## src/hw/cpu_pkg.sv

```systemverilog
`default_nettype none

package cpu_pkg;

    localparam int XLEN       = 32; // Data and instruction width
    localparam int REG_ADDR_W = 5;  // 32 architectural registers

    typedef logic [XLEN-1:0]       word_t;
    typedef logic [REG_ADDR_W-1:0] reg_addr_t;

    // Opcodes, instr[31:26]
    localparam logic [5:0] OP_RTYPE = 6'h00;
    localparam logic [5:0] OP_ADDI  = 6'h08;
    localparam logic [5:0] OP_LW    = 6'h23;
    localparam logic [5:0] OP_SW    = 6'h2B;
    localparam logic [5:0] OP_HALT  = 6'h3F; // All ones

    // R-type function codes, instr[5:0]
    localparam logic [5:0] FN_ADD = 6'h20;
    localparam logic [5:0] FN_SUB = 6'h22;
    localparam logic [5:0] FN_AND = 6'h24;
    localparam logic [5:0] FN_OR  = 6'h25;
    localparam logic [5:0] FN_SLT = 6'h2A;

    typedef enum logic [2:0] {
        ALU_ADD = 3'd0, // Zero value so a bubble decodes as add
        ALU_SUB = 3'd1,
        ALU_AND = 3'd2,
        ALU_OR  = 3'd3,
        ALU_SLT = 3'd4  // Signed compare
    } alu_op_t;

    typedef struct packed {
        word_t instr;    // Raw instruction word
        word_t pc_plus4; // Address of the next instruction
    } if_id_t;

    typedef struct packed {
        word_t     rs_data;   // Operand A from register file
        word_t     rt_data;   // Operand B from register file
        word_t     imm;       // Sign-extended immediate
        reg_addr_t rs;
        reg_addr_t rt;
        reg_addr_t rd;        // Destination, rd or rt
        alu_op_t   alu_op;
        logic      alu_src;   // 1 selects imm for operand B
        logic      mem_read;
        logic      mem_write;
        logic      reg_write;
        logic      halt;
    } id_ex_t;

    typedef struct packed {
        word_t     alu_result; // Also the memory byte address
        word_t     store_data; // Forwarded rt value
        reg_addr_t rd;
        logic      mem_read;
        logic      mem_write;
        logic      reg_write;
        logic      halt;
    } ex_mem_t;

    typedef struct packed {
        word_t     read_data;  // Load result
        word_t     alu_result;
        reg_addr_t rd;
        logic      mem_to_reg; // 1 selects read_data at writeback
        logic      reg_write;
        logic      halt;
    } mem_wb_t;

endpackage

`default_nettype wire
```

## src/hw/result_bus_if.sv

```systemverilog
`timescale 1ns/1ps
`default_nettype none

interface result_bus_if;

    logic               mem_reg_write; // EX/MEM result
    cpu_pkg::reg_addr_t mem_rd;
    cpu_pkg::word_t     mem_result;

    logic               wb_reg_write;  // MEM/WB result, also the regfile write port
    cpu_pkg::reg_addr_t wb_rd;
    cpu_pkg::word_t     wb_data;

    modport mem_src (output mem_reg_write, output mem_rd, output mem_result);

    modport wb_src (output wb_reg_write, output wb_rd, output wb_data);

    modport sink (
        input mem_reg_write, input mem_rd, input mem_result,
        input wb_reg_write, input wb_rd, input wb_data
    );

endinterface

`default_nettype wire

```

## src/hw/writeback_stage.sv

```systemverilog
`timescale 1ns/1ps
`default_nettype none

module writeback_stage (
    input  logic             i_clk,
    input  logic             i_reset,
    input  logic             i_clk_en,
    input  cpu_pkg::mem_wb_t i_wb,
    result_bus_if.wb_src     rbus,
    output logic             o_advance, // Global step for every stage
    output logic             o_halt
);

    logic halted; // Sticky until reset

    always_ff @(posedge i_clk) begin
        if (i_reset) begin
            halted <= 1'b0;
        end else if (o_advance && i_wb.halt) begin
            halted <= 1'b1; // Halt leaving MEM/WB freezes everything
        end
    end

    assign o_advance = i_clk_en && !halted;
    assign o_halt    = halted;

    // Instructions behind the halt never reach the register file
    assign rbus.wb_reg_write = i_wb.reg_write && !halted;
    assign rbus.wb_rd        = i_wb.rd;
    assign rbus.wb_data      = i_wb.mem_to_reg ? i_wb.read_data : i_wb.alu_result;

endmodule

`default_nettype wire

```

## src/flat_wrapper.sv

```systemverilog
// flat-port wrapper written by rule: the top's interface ports become plain ports
module writeback_stage_flat 
  (i_clk, i_reset, i_clk_en, i_wb, o_advance, o_halt, rbus_wb_reg_write, rbus_wb_rd, rbus_wb_data);
  result_bus_if rbus_i ();
  input  logic i_clk;
  input  logic i_reset;
  input  logic i_clk_en;
  input  cpu_pkg::mem_wb_t i_wb;
  output logic o_advance;
  output logic o_halt;
  output wire logic [$bits(rbus_i.wb_reg_write)-1:0] rbus_wb_reg_write;
  output wire logic [$bits(rbus_i.wb_rd)-1:0] rbus_wb_rd;
  output wire logic [$bits(rbus_i.wb_data)-1:0] rbus_wb_data;
  assign rbus_wb_reg_write = rbus_i.wb_reg_write;
  assign rbus_wb_rd = rbus_i.wb_rd;
  assign rbus_wb_data = rbus_i.wb_data;
  writeback_stage u_core (.i_clk(i_clk), .i_reset(i_reset), .i_clk_en(i_clk_en), .i_wb(i_wb), .rbus(rbus_i), .o_advance(o_advance), .o_halt(o_halt));
endmodule
```

## config.mk

```make
export PLATFORM = sky130hd
export DESIGN_NAME = writeback_stage_flat
export DESIGN_NICKNAME = d
export VERILOG_FILES = /design/src/hw/cpu_pkg.sv /design/src/hw/result_bus_if.sv /design/src/hw/writeback_stage.sv /design/src/flat_wrapper.sv
export SDC_FILE = /design/constraint.sdc
export NUM_CORES = 1
export LEC_CHECK = 0
export BUFFER_PORTS_ARGS = -buffer_cell sky130_fd_sc_hd__buf_2
export CORE_UTILIZATION = 26
export DETAILED_ROUTE_END_ITERATION = 8
export GPL_ROUTABILITY_DRIVEN = 0
export GPL_TIMING_DRIVEN = 0
export HOLD_SLACK_MARGIN = 0.05
export PLACE_DENSITY = 0.92
export RECOVER_POWER = 25
export SYNTH_ARGS = -nofsm -noshare
export SYNTH_HDL_FRONTEND = slang
export SYNTH_SLANG_ARGS = --single-unit
export TNS_END_PERCENT = 30
```

## constraint.sdc

```tcl
create_clock -name i_clk -period 0.8 [get_ports i_clk]
set_input_delay 0.08 -clock i_clk [delete_from_list [all_inputs] [get_ports i_clk]]
set_output_delay 0.08 -clock i_clk [all_outputs]
set_load 0.005 [all_outputs]
```

; Word-level counts from Yosys, hierarchy flattened
; Index checks and enable logic that the tools add are counted.
[op_classes]
muxes = 1
n_reduce_logical = 4
[op_table]
columns = op, n
row1 = $mux 32, 1
row2 = $logic_and 1x1->1, 3
row3 = $logic_not 1->1, 1
[totals]
reg_bits = 1
in_bits = 75
output_inout_bits = 40
word_cells = 6

; Logic depth before layout (Yosys ltp)
[logic_depth]
depth_word = 3
ltp_mapped = 3
depth_no_buf = 2

; Worst setup path before layout
; Ideal clock, no wire load.
[synth_path]
path_type = input to output
from = in i_wb[2] (netlist name)
to = out rbus_wb_data[0]
arrival_ns = 0.634
required_time_ns = 0.720
slack_ns = 0.086
path_stages = 3
path_buffers = 2
cell_sequence = buf_6 -> buf_12 -> mux2_4
[synth_via]
elab_chain_cells = 1
[synth_lines]
columns = item, line
row1 = from (decl), flat_wrapper.sv:8  ; input cpu_pkg::mem_wb_t i_wb;
row2 = $mux 32, writeback_stage.sv:30  ; assign rbus.wb_data = i_wb.mem_to_reg ? i_wb.read_data : i_wb.alu_result;
row3 = to (decl), flat_wrapper.sv:13  ; output wire logic [$bits(rbus_i.wb_data)-1:0] rbus_wb_data;
; No other way between the ends.

; Worst setup path in the final report
[layout_path]
from = in i_wb[2] (netlist name)
to = out rbus_wb_data[18]
; Same word-level chain as after synthesis.

==> results.txt <==
- In this run the critical register-to-register path is captured at u_core.o_halt.
* CTS Hold Bufs: 0
- For this run, the detailed router's first-pass iteration total came to 4.
- Number of antenna violations at the first check in global routing: 0
* IR drop worst, VDD: 423 uV
- Biggest area contributors in the synthesized netlist: sky130_fd_sc_hd__mux2_4 72%, sky130_fd_sc_hd__buf_12 9.6%, sky130_fd_sc_hd__buf_4 6.0%
- For this run, design rule violations remaining after detail routing come to 0.
- In this run, the number of DRC markers left after iteration 0 of detailed routing was 9.
- In the global route stage, met3 resource usage came out at 2.68%.
- Cells along the critical path: buf_16, buf_12, mux2_4, buf_6
- Number of standard-cell rows in the floorplan: 17
- 115 I/O pins were placed.
- After synthesis the netlist holds a flip-flop and latch count of 1.
* Setup Skew: 0 ps
- Final critical-path required period: 854 ps
* CP required: 720 ps
- Leaving out fill and tap cells, the most frequent cell in the layout is sky130_fd_sc_hd__buf_2.
- Flip-flop count of the largest register, all copies and words added: 1
* Vias in the first global route: 767
- At the worst endpoint, the arrival time is 770 ps.
- Estimated wirelength of the detail-placed design: 1800 um
- The worst setup path is captured at a primary output.
- Number of nets in the layout: 235
- Measured against its own limit, the worst slew margin works out to 92.2%.
- For met2 alone, demand over resource in global routing was 33.1%.
- OpenSTA, run right after detailed placement, puts the worst setup slack at -70.1 ps.
- Largest fanout on the critical path: 7
- Once detail routing completed, the nets flagged for antenna violations numbered 0.
- Flop2flop setup slack: 210 ps
- During synthesis, Yosys emitted a total of 0 warnings.
- Hold is met by 239 ps.
* Most frequent cells in the layout: 76 x sky130_fd_sc_hd__buf_2, 33 x sky130_fd_sc_hd__buf_6, 32 x sky130_fd_sc_hd__mux2_4, 4 x sky130_fd_sc_hd__buf_16
- Measured in cells, the most critical reg-to-reg path has a length of 2.
- In the global route stage, met1 resource usage came out at 14.6%.
- Core Box Area: 2230 um2
* Sequential area share after synthesis: 3.21%
- The final layout contains routed wiring with a total length of 2250 um.
- Synthesis produced 46 cells.
- Vias per cell: 4.35
- The worst hold path was traced through 2 stages.
- In this design, the stage delay of the slowest critical-path cell is 300 ps.
- Critical-path cell with the highest stage delay: sky130_fd_sc_hd__mux2_4
- Routing layer with the top usage in global route: met2
- Synth Area per Inst: 13.5 um2
* Antenna Cells: 0
* First-pass GRT wire length: 3110 um
* Synth Net Count: 121
- The share of total power dissipated in the clock network is 0%.
* Placed standard-cell area: 1200 um2
- Port Buf Inserts: 108
* Origin of the worst min-delay path: i_reset
* Power, Total: 0.951 mW
- Remaining Overflow, GRT: 0
- In this run the cell area of the synthesized design comes to 623 um2.
* Worst-path clk slew: 0 ps
- Internal power: 0.699 mW
- The initial utilization of the core area, before any placement, comes to 27.9%.
- Number of distinct library cells after synthesis: 9
- Library cell occupying the most area in the post-synthesis netlist: sky130_fd_sc_hd__mux2_4
* Tcrit/Tclk final: 107%
- CP Depth: 4
* GRT Util Overall: 15.0%
- For this design the static power due to leakage is 0.882 nW.
* Post-route non-filler standard cell count: 186
* RSZ-0062 raised after global routing: yes
- Die span in x: 51.0 um
- Summed over all failing endpoints, the final setup total negative slack is -1410 ps.
* Combinational group share of total power: 94.0%
- STA classifies the critical path startpoint as an input pin.
- The share of total power dissipated in sequential elements is 6.0%.
- Including well taps, the total number of placed cells is 182.
- Startpoint of the most critical register-to-register path: u_core.o_halt
* Summed area of non-filler cells in the final layout: 1520 um2
- Switching Power: 0.252 mW
* Worst setup slack after layout: -53.5 ps
- At the later pin of the worst-skew pair, clock insertion delay measures 0 ps.
- Overall via count from detail_route: 810
- The final number of hold-violating endpoints came to 0.
* Maximum operating frequency: 1.17 GHz
* Drt wl/cell: 12.1 um
- Share of the synthesized area in the top cell type: 72.3%
* Run status: complete, but fails checks
- The die covers 2600 um2.
- Post-layout utilization of the core: 67.9%
- Number of max-slew violations in the final report: 0
- Relative to the synthesized area, the layout overhead comes to 143%.
- The min-delay analysis places its worst path in the category input pin to flop.
- Number of endpoints failing setup at the final stage: 32
- Setup CP Type: input pin to primary output
* Category of cells accounting for the largest share of critical-path delay: buffers and inverters
- Violations in the final reports: negative setup slack
- In this run switching power makes up 26.5% of total power.
* Power density normalized to cell area: 627 nW/um2
- Of the cells placed in the final design, the portion with a size suffix greater than 1 is 96.8%.
- Die Y: 51.0 um
- Worst path bufs/invs: 3
- Maximum number of pins on one net before global-route repair: 8
- Slew of the pin with the lowest slew margin: 117 ps
- The tool flagged a number of max-cap violations equal to 0.
* Hold worst-path end: u_core.o_halt
## cells in the mapped netlist
| cell | n |
|---|---|
| sky130_fd_sc_hd__dfxtp_1 | 1 |
| sky130_fd_sc_hd__mux2_4 | 30 |
| sky130_fd_sc_hd__a21oi_1 | 1 |
| sky130_fd_sc_hd__mux2_2 | 2 |
| sky130_fd_sc_hd__buf_4 | 5 |
| sky130_fd_sc_hd__nor2_1 | 1 |
| sky130_fd_sc_hd__buf_12 | 3 |
| sky130_fd_sc_hd__nor2b_1 | 2 |
| sky130_fd_sc_hd__buf_6 | 1 |
## repair_timing
item / in CTS / in global routing
resized for setup: 32 / 9
setup endpoints to repair: 30 / 32
buffers inserted: 1 / 0
pin swaps: 0 / 0
gates cloned: 3 / 0
## kinds of logic (layout without fill, tap and decap cells)
| logic type | count (synthesis) | in the layout | synth area share [%] |
|---|---|---|---|
| AOI/OAI and AO/OA | 1 | 1 | 0.802 |
| buffers and inverters | 9 | 121 | 17.5 |
| DFF | 1 | 1 | 3.21 |
| muxes | 32 | 32 | 75.9 |
| and+or+nand+nor | 3 | 3 | 2.61 |
## per-layer routing
layer	vias up	share of wire, %
met1	363	32
met5	-	0
met3	0	10
met4	0	0
li1	389	-
met2	58	58
## worst max path at each step
stage,from,to,slack (ps)
finish,i_wb[2],rbus_wb_data[18],-50
global placement,i_wb[2],rbus_wb_data[0],-70
floorplan,i_wb[2],rbus_wb_data[0],90
global route,i_wb[2],rbus_wb_data[22],-70
detailed placement,i_wb[2],rbus_wb_data[0],-70
CTS,i_wb[2],rbus_wb_data[0],-60
## worst reg2reg max path, delay by kind of cell, from the launching register on
kind             cells  cell delay (ps)
AO/OA/AOI/OAI        1              120
flip-flops           1              310
AND/OR/NAND/NOR      1               50
## final cells by class
cell class,count,area [um2]
buffer,9,125
fill,170,717
multi-input combinational,36,502
sequential,1,20.0
tap,28,35.0
timing repair buffer,112,835
## power by group through the flow
stage | clock network [mW] | registers (mW) | logic (mW)
floorplan | 0 | 0.0576 | 0.337
global placement | 0 | 0.0573 | 0.636
detailed placement | 0 | 0.0576 | 0.655
CTS | 0 | 0.0573 | 0.851
global route | 0 | 0.0581 | 0.949
finish | 0 | 0.0573 | 0.894
No activity file was read; power rests on OpenSTA's default activity.
