$ cat config.mk
export PLATFORM = sky130hd
export DESIGN_NAME = execute_stage_flat
export DESIGN_NICKNAME = d
export VERILOG_FILES = /design/src/hw/cpu_pkg.sv /design/src/hw/result_bus_if.sv /design/src/hw/execute_stage.sv /design/src/flat_wrapper.sv
export SDC_FILE = /design/constraint.sdc
export NUM_CORES = 1
export LEC_CHECK = 0
export BUFFER_PORTS_ARGS = -buffer_cell sky130_fd_sc_hd__buf_4
export CAP_MARGIN = 25
export CORE_MARGIN = 2
export CORE_UTILIZATION = 52
export DETAILED_ROUTE_END_ITERATION = 16
export PLACE_DENSITY = 0.91
export SLEW_MARGIN = 10
export SYNTH_ARGS = -nofsm -noshare
export SYNTH_HDL_FRONTEND = slang
export SYNTH_SLANG_ARGS = --single-unit
$ cat constraint.sdc
create_clock -name vclk -period 6
set_clock_uncertainty 0.15 [all_clocks]
set_input_delay 0.9 -clock vclk [all_inputs]
set_output_delay 0.9 -clock vclk [all_outputs]
set_load 0.02 [all_outputs]
$ cat src/hw/cpu_pkg.sv
`default_nettype none

package cpu_pkg;

    localparam int XLEN       = 32; // Data and instruction width
    localparam int REG_ADDR_W = 5;  // 32 architectural registers

    typedef logic [XLEN-1:0]       word_t;
    typedef logic [REG_ADDR_W-1:0] reg_addr_t;

    // Opcodes, instr[31:26]
    localparam logic [5:0] OP_RTYPE = 6'h00;
    localparam logic [5:0] OP_ADDI  = 6'h08;
    localparam logic [5:0] OP_LW    = 6'h23;
    localparam logic [5:0] OP_SW    = 6'h2B;
    localparam logic [5:0] OP_HALT  = 6'h3F; // All ones

    // R-type function codes, instr[5:0]
    localparam logic [5:0] FN_ADD = 6'h20;
    localparam logic [5:0] FN_SUB = 6'h22;
    localparam logic [5:0] FN_AND = 6'h24;
    localparam logic [5:0] FN_OR  = 6'h25;
    localparam logic [5:0] FN_SLT = 6'h2A;

    typedef enum logic [2:0] {
        ALU_ADD = 3'd0, // Zero value so a bubble decodes as add
        ALU_SUB = 3'd1,
        ALU_AND = 3'd2,
        ALU_OR  = 3'd3,
        ALU_SLT = 3'd4  // Signed compare
    } alu_op_t;

    typedef struct packed {
        word_t instr;    // Raw instruction word
        word_t pc_plus4; // Address of the next instruction
    } if_id_t;

    typedef struct packed {
        word_t     rs_data;   // Operand A from register file
        word_t     rt_data;   // Operand B from register file
        word_t     imm;       // Sign-extended immediate
        reg_addr_t rs;
        reg_addr_t rt;
        reg_addr_t rd;        // Destination, rd or rt
        alu_op_t   alu_op;
        logic      alu_src;   // 1 selects imm for operand B
        logic      mem_read;
        logic      mem_write;
        logic      reg_write;
        logic      halt;
    } id_ex_t;

    typedef struct packed {
        word_t     alu_result; // Also the memory byte address
        word_t     store_data; // Forwarded rt value
        reg_addr_t rd;
        logic      mem_read;
        logic      mem_write;
        logic      reg_write;
        logic      halt;
    } ex_mem_t;

    typedef struct packed {
        word_t     read_data;  // Load result
        word_t     alu_result;
        reg_addr_t rd;
        logic      mem_to_reg; // 1 selects read_data at writeback
        logic      reg_write;
        logic      halt;
    } mem_wb_t;

endpackage

`default_nettype wire
$ cat src/hw/result_bus_if.sv
`timescale 1ns/1ps
`default_nettype none

interface result_bus_if;

    logic               mem_reg_write; // EX/MEM result
    cpu_pkg::reg_addr_t mem_rd;
    cpu_pkg::word_t     mem_result;

    logic               wb_reg_write;  // MEM/WB result, also the regfile write port
    cpu_pkg::reg_addr_t wb_rd;
    cpu_pkg::word_t     wb_data;

    modport mem_src (output mem_reg_write, output mem_rd, output mem_result);

    modport wb_src (output wb_reg_write, output wb_rd, output wb_data);

    modport sink (
        input mem_reg_write, input mem_rd, input mem_result,
        input wb_reg_write, input wb_rd, input wb_data
    );

endinterface

`default_nettype wire

$ cat src/hw/execute_stage.sv
`timescale 1ns/1ps
`default_nettype none

module execute_stage (
    input  cpu_pkg::id_ex_t  i_id,
    result_bus_if.sink       rbus,
    output cpu_pkg::ex_mem_t o_ex
);

    cpu_pkg::word_t op_a;  // Forwarded rs
    cpu_pkg::word_t fwd_b; // Forwarded rt, also store data
    cpu_pkg::word_t op_b;  // After immediate select
    cpu_pkg::word_t alu_y;

    // EX/MEM wins over MEM/WB, r0 never forwarded
    function automatic cpu_pkg::word_t forward(
        input cpu_pkg::reg_addr_t src,
        input cpu_pkg::word_t     reg_val,
        input logic               mem_we,
        input cpu_pkg::reg_addr_t mem_rd,
        input cpu_pkg::word_t     mem_val,
        input logic               wb_we,
        input cpu_pkg::reg_addr_t wb_rd,
        input cpu_pkg::word_t     wb_val
    );
        if (src == '0) return reg_val;
        if (mem_we && (mem_rd == src)) return mem_val;
        if (wb_we && (wb_rd == src)) return wb_val;
        return reg_val;
    endfunction

    assign op_a  = forward(i_id.rs, i_id.rs_data, rbus.mem_reg_write, rbus.mem_rd,
                           rbus.mem_result, rbus.wb_reg_write, rbus.wb_rd, rbus.wb_data);
    assign fwd_b = forward(i_id.rt, i_id.rt_data, rbus.mem_reg_write, rbus.mem_rd,
                           rbus.mem_result, rbus.wb_reg_write, rbus.wb_rd, rbus.wb_data);
    assign op_b  = i_id.alu_src ? i_id.imm : fwd_b;

    always_comb begin
        case (i_id.alu_op)
            cpu_pkg::ALU_SUB: alu_y = op_a - op_b;
            cpu_pkg::ALU_AND: alu_y = op_a & op_b;
            cpu_pkg::ALU_OR:  alu_y = op_a | op_b;
            cpu_pkg::ALU_SLT: alu_y = cpu_pkg::word_t'($signed(op_a) < $signed(op_b));
            default:          alu_y = op_a + op_b; // add, addi, address calc
        endcase
    end

    assign o_ex.alu_result = alu_y;
    assign o_ex.store_data = fwd_b;
    assign o_ex.rd         = i_id.rd;
    assign o_ex.mem_read   = i_id.mem_read;
    assign o_ex.mem_write  = i_id.mem_write;
    assign o_ex.reg_write  = i_id.reg_write;
    assign o_ex.halt       = i_id.halt;

endmodule

`default_nettype wire

$ cat src/flat_wrapper.sv
// flat-port wrapper written by rule: the top's interface ports become plain ports
module execute_stage_flat 
  (i_id, o_ex, rbus_mem_reg_write, rbus_mem_rd, rbus_mem_result, rbus_wb_reg_write, rbus_wb_rd, rbus_wb_data);
  result_bus_if rbus_i ();
  input  cpu_pkg::id_ex_t i_id;
  output cpu_pkg::ex_mem_t o_ex;
  input wire logic [$bits(rbus_i.mem_reg_write)-1:0] rbus_mem_reg_write;
  input wire logic [$bits(rbus_i.mem_rd)-1:0] rbus_mem_rd;
  input wire logic [$bits(rbus_i.mem_result)-1:0] rbus_mem_result;
  input wire logic [$bits(rbus_i.wb_reg_write)-1:0] rbus_wb_reg_write;
  input wire logic [$bits(rbus_i.wb_rd)-1:0] rbus_wb_rd;
  input wire logic [$bits(rbus_i.wb_data)-1:0] rbus_wb_data;
  assign rbus_i.mem_reg_write = rbus_mem_reg_write;
  assign rbus_i.mem_rd = rbus_mem_rd;
  assign rbus_i.mem_result = rbus_mem_result;
  assign rbus_i.wb_reg_write = rbus_wb_reg_write;
  assign rbus_i.wb_rd = rbus_wb_rd;
  assign rbus_i.wb_data = rbus_wb_data;
  execute_stage u_core (.i_id(i_id), .rbus(rbus_i), .o_ex(o_ex));
endmodule
==> results.rst, run 1 <==
.. list-table::
   :header-rows: 1

   * - Metric
     - Value
   * - Warnings, synthesis
     - 0
   * - Avg Inst Size Synth
     - 6.57 sq um
   * - Failing step
     - 5_1_grt
   * - Run Error
     - [ERROR GRT-0232] Routing congestion too high. Check the congestion heatmap in the GUI.
   * - Placer Congestion
     - 1.23
   * - Pin type at the end of the worst path
     - output port
   * - Status
     - did not finish
   * - Overall global routing resource usage
     - 92.8%
   * - Vertical extent of the die
     - 119 microns
   * - Gate count after technology mapping
     - 1,044
   * - Die extent in x
     - 119 microns
   * - DP HPWL
     - 26.6 mm
   * - Worst setup timing slack at the placement stage
     - -370 ps
   * - Global-route congestion overflow total
     - 341
   * - GR repair worst EP
     - o_ex[71]
   * - IO Pins
     - 268
   * - Standard-cell row count
     - 41
   * - Seq/Total Area, Yosys
     - 0%
   * - Distinct cell type count after synthesis
     - 79
   * - Maximum number of pins on one net before global-route repair
     - 35
   * - Port-buffer cells
     - 250
   * - Summed instance area of the synthesized netlist
     - 0.00686 sq mm
   * - Starting density of the core
     - 53.7%
   * - Net count after synthesis
     - 1,337
## layer usage
metal	GRT overflow	track usage (%)
met1	14	88.2
met3	13	83.9
met4	148	102
met2	163	104
met5	3	61.8
## timing repair
item / in CTS
resized for setup: 74
pin swaps: 23
setup buffers: 7
hold buffers: 0
setup endpoints to repair: 20
## logic make-up after synthesis
kind of cell / synth area share, %
xor+xnor: 3.19
compound gates: 49.2
buf+inv: 12.5
fa+ha+maj: 18.2
simple gates: 16.8
mux: 0.146
## synthesized netlist by cell type, drive strengths merged, types with 3 or more instances
cell type | count | share of area, %
o21bai | 17 | 1.9
clkbuf | 55 | 3.0
o211ai | 18 | 2.0
and2 | 3 | 0.27
nand4 | 9 | 0.91
o31a | 3 | 0.38
o21a | 34 | 3.7
o21ai | 42 | 3.3
buf | 25 | 2.3
o221ai | 7 | 0.89
nand2 | 84 | 4.6
ha | 96 | 18
a22oi | 3 | 0.33
o31ai | 12 | 1.5
a221o | 12 | 1.8
nor2 | 78 | 4.3
a211oi | 6 | 0.99
inv | 130 | 7.1
a221oi | 10 | 1.5
nor4 | 7 | 0.64
o22ai | 49 | 4.5
o22a | 97 | 12
a2111oi | 4 | 0.80
a21oi | 95 | 7.0
and3 | 5 | 0.46
nand3 | 21 | 1.5
or4 | 3 | 0.33
nor2b | 11 | 1.0
nand2b | 9 | 0.86
xor2 | 17 | 2.2
a211o | 6 | 0.77
nor3 | 13 | 0.95
a31oi | 9 | 1.0
xnor2 | 8 | 1.0
a21o | 12 | 1.3
## stage by stage
stage,setup TNS (ps),instance area (sq um),util (%),instances
global placement,-1500,10100,79.2,1583
CTS,-39.7,10600,82.7,1590
detailed placement,-4250,10100,79.2,1583
floorplan,0,6860,-,1044
==> inputs of run 2 (changes only) <==
- CORE_UTILIZATION: 52 -> 40
- PLACE_DENSITY: 0.91 -> not set
- PLACE_DENSITY_LB_ADDON: not set -> 0.15
==> run 2 against run 1 <==
  * The flow now finishes, with violations (negative setup slack)
  * Synthesized area unchanged
  * Synthesized cell count is the same
==> results.rst, run 2 <==
.. list-table::
   :header-rows: 1

   * - Metric
     - Value
   * - Sequential cell area in the final layout
     - 0 sq um
   * - Maximum operating frequency
     - 0.163 GHz
   * - Distinct cell type count after synthesis
     - 79
   * - ANT nets after route
     - 0
   * - Clock group share of total power
     - 0%
   * - IO Pins
     - 268
   * - Avg Inst Size Synth
     - 6.57 sq um
   * - Power per standard cell area
     - 142 mW/mm^2
   * - Pleak
     - 5.82 nW
   * - Top-count cell post-synth
     - sky130_fd_sc_hd__inv_1
   * - Power Internal
     - 0.837 mW
   * - Multi-input gate area
     - 0.00695 sq mm
   * - Vertical extent of the die
     - 135 microns
   * - CP dominant cell by count
     - sky130_fd_sc_hd__buf_4
   * - Wire length of the first global-routing pass
     - 50.1 mm
   * - Cell types occupying the most area after synthesis
     - sky130_fd_sc_hd__ha_1 (18%), sky130_fd_sc_hd__o22a_1 (12%), sky130_fd_sc_hd__inv_1 (6.8%)
   * - Failing checks
     - negative setup slack
   * - Antenna cells
     - 0
   * - Post-CTS Hold Fix Bufs
     - 0
   * - Net switching fraction of the power
     - 51.1%
   * - Number of hold violations in the final report
     - 0
   * - Slew @ Worst Pin
     - 901 ps
   * - CP required
     - 4950 ps
   * - Cell area after placement
     - 0.0106 sq mm
   * - Fill cell instance count of the final layout
     - 1,405
   * - Most common library cell in the layout ignoring fill and taps
     - sky130_fd_sc_hd__buf_4
   * - Final count of pins violating max slew
     - 0
   * - Average wire per standard cell
     - 20.0 microns
   * - Proportion of layout cells with a drive suffix above 1
     - 47.1%
   * - Worst setup path category
     - input port to output port
   * - DP HPWL
     - 27.1 mm
   * - Slowest stage delay, CP
     - 530 ps
   * - Type of element capturing the critical path
     - output port
   * - Total DRC errors in the routed layout
     - 0
   * - Number of global-route vias before repair
     - 9,335
   * - Net total in the final layout
     - 1,814
   * - Tmin final
     - 6140 ps
   * - Overall global routing resource usage
     - 34.3%
   * - Post-layout utilization of the core
     - 72.5%
   * - Violation count after the first detailed-route iteration
     - 677
   * - Seq/Total Area, Yosys
     - 0%
   * - Summed instance area of the synthesized netlist
     - 0.00686 sq mm
   * - Commonest cells post-synth
     - sky130_fd_sc_hd__inv_1 (125), sky130_fd_sc_hd__o22a_1 (97), sky130_fd_sc_hd__ha_1 (96)
   * - Gate count after technology mapping
     - 1,044
   * - Die extent in x
     - 135 microns
   * - Setup-violating endpoint count in the final report
     - 13
   * - Synthesis-to-finish area growth
     - 75.8%
   * - Global-route congestion overflow total
     - 0
   * - Total via count after detailed routing
     - 10,100
   * - Switching power
     - 0.876 mW
   * - Port-buffer cells
     - 250
   * - Total power consumption of the routed design
     - 1.71 mW
   * - Number of vias per cell
     - 5.83
   * - Placer Congestion
     - 1.01
   * - Arrival time at the worst endpoint
     - 5090 ps
   * - Fin worst setup slack
     - -145 ps
   * - Net count after synthesis
     - 1,337
   * - Slowest CP cell
     - sky130_fd_sc_hd__or4_4
   * - DR pass1 iterations
     - 5
   * - Fraction of post-synthesis cell area in the top cell type by area
     - 17.5%
   * - Worst setup timing slack at the placement stage
     - -406 ps
   * - Sequential cell count
     - 0
   * - Max_slew headroom
     - 39.7%
   * - Clock buffer instance count of the final layout
     - 0
   * - Portion of the clock cycle consumed by the worst path in the final layout
     - 102%
   * - Logic pwr share
     - 100.0%
   * - Critical path launch point type
     - input port
   * - Most frequent cells in the layout
     - sky130_fd_sc_hd__buf_4 (527), sky130_fd_sc_hd__inv_1 (122), sky130_fd_sc_hd__o22a_1 (96)
   * - Post-detailed-routing wire length
     - 34.8 mm
   * - Core Box Area
     - 0.0166 sq mm
   * - Warnings, synthesis
     - 0
   * - Cell count after placement
     - 1,693
   * - Unrepaired setup endpoints after global routing
     - true
   * - Layout Cells excl Fill
     - 1,739
   * - Starting density of the core
     - 41.2%
   * - Max Fanout on Critical Path
     - 17
   * - Status
     - complete, but fails checks
   * - # Max-Cap Violations
     - 0
   * - Worst Hold Class
     - input port to output port
   * - Cell taking the most area after synthesis
     - sky130_fd_sc_hd__ha_1
   * - Maximum number of pins on one net before global-route repair
     - 33
   * - Standard-cell row count
     - 47
   * - Worst IR drop on VDD
     - 0.0000926 V
   * - Die ar.
     - 0.0182 sq mm
   * - Final design instance area without fill
     - 0.0121 sq mm
   * - Sequential cell fraction of total power
     - 0%
   * - Antenna violations before repair
     - 0
[run 2: critical path: cells and delay by family]
| kind | cells | cell delay [ps] |
|---|---|---|
| adder cells (fa/ha/maj) | 2 | 410 |
| AND/OR/NAND/NOR | 5 | 1220 |
| AO/OA/AOI/OAI | 8 | 1110 |
| XOR/XNOR | 1 | 160 |
| buffers and inverters | 9 | 1270 |
[run 2: per-layer routing]
metal	vias up	wire, microns	share of wire [%]	track usage [%]
met5	-	0	0	0
met4	0	1100	3.2	8.97
met3	83	2910	8.4	2.67
met2	518	16300	47	57.3
met1	4738	14500	42	47.6
li1	4794	-	-	-
[run 2: logic make-up after synthesis]
logic type | synth area share [%]
compound gates | 49.2
xor+xnor | 3.19
fa+ha+maj | 18.2
buf+inv | 12.5
mux | 0.146
simple gates | 16.8
[run 2: final timing paths]
| path | end | start | depth (start not counted) |
|---|---|---|---|
| min | o_ex[1] | i_id[1] | 0 |
| max | o_ex[59] | rbus_mem_rd[1] | 25 |
[run 2: final cells by class]
| cell class | count | share of cell area (%) |
|---|---|---|
| inverter | 131 | 4.08 |
| multi-input combinational | 833 | 57.7 |
| timing repair buffer | 555 | 36.0 |
| tap | 220 | 2.28 |
[run 2: timing repair]
action                     CTS  global route
buffers inserted            13            32
setup endpoints to repair   19            24
gates resized for setup     75           132
pin swaps                   32            58
gates cloned                 1             1
[run 2: metrics by stage]
step / TNS [ps] / hold WS (ps)
after floorplan: 0 / 1760
after global placement: -2540 / 1650
after detailed placement: -3120 / 1650
after CTS: -163 / 1650
after global routing: -4090 / 1650
final: -1170 / 1650
[run 2: power by group through the flow]
| stage | sequential [mW] | clock (mW) | combinational, mW |
|---|---|---|---|
| 6_report | 0 | 0 | 1.71 |
| 3_3_place_gp | 0 | 0 | 1.43 |
| 3_5_place_dp | 0 | 0 | 1.44 |
| 2_1_floorplan | 0 | 0 | 0.774 |
| 5_1_grt | 0 | 0 | 1.82 |
| 4_1_cts | 0 | 0 | 1.52 |
No activity file was read; power rests on OpenSTA's default activity.
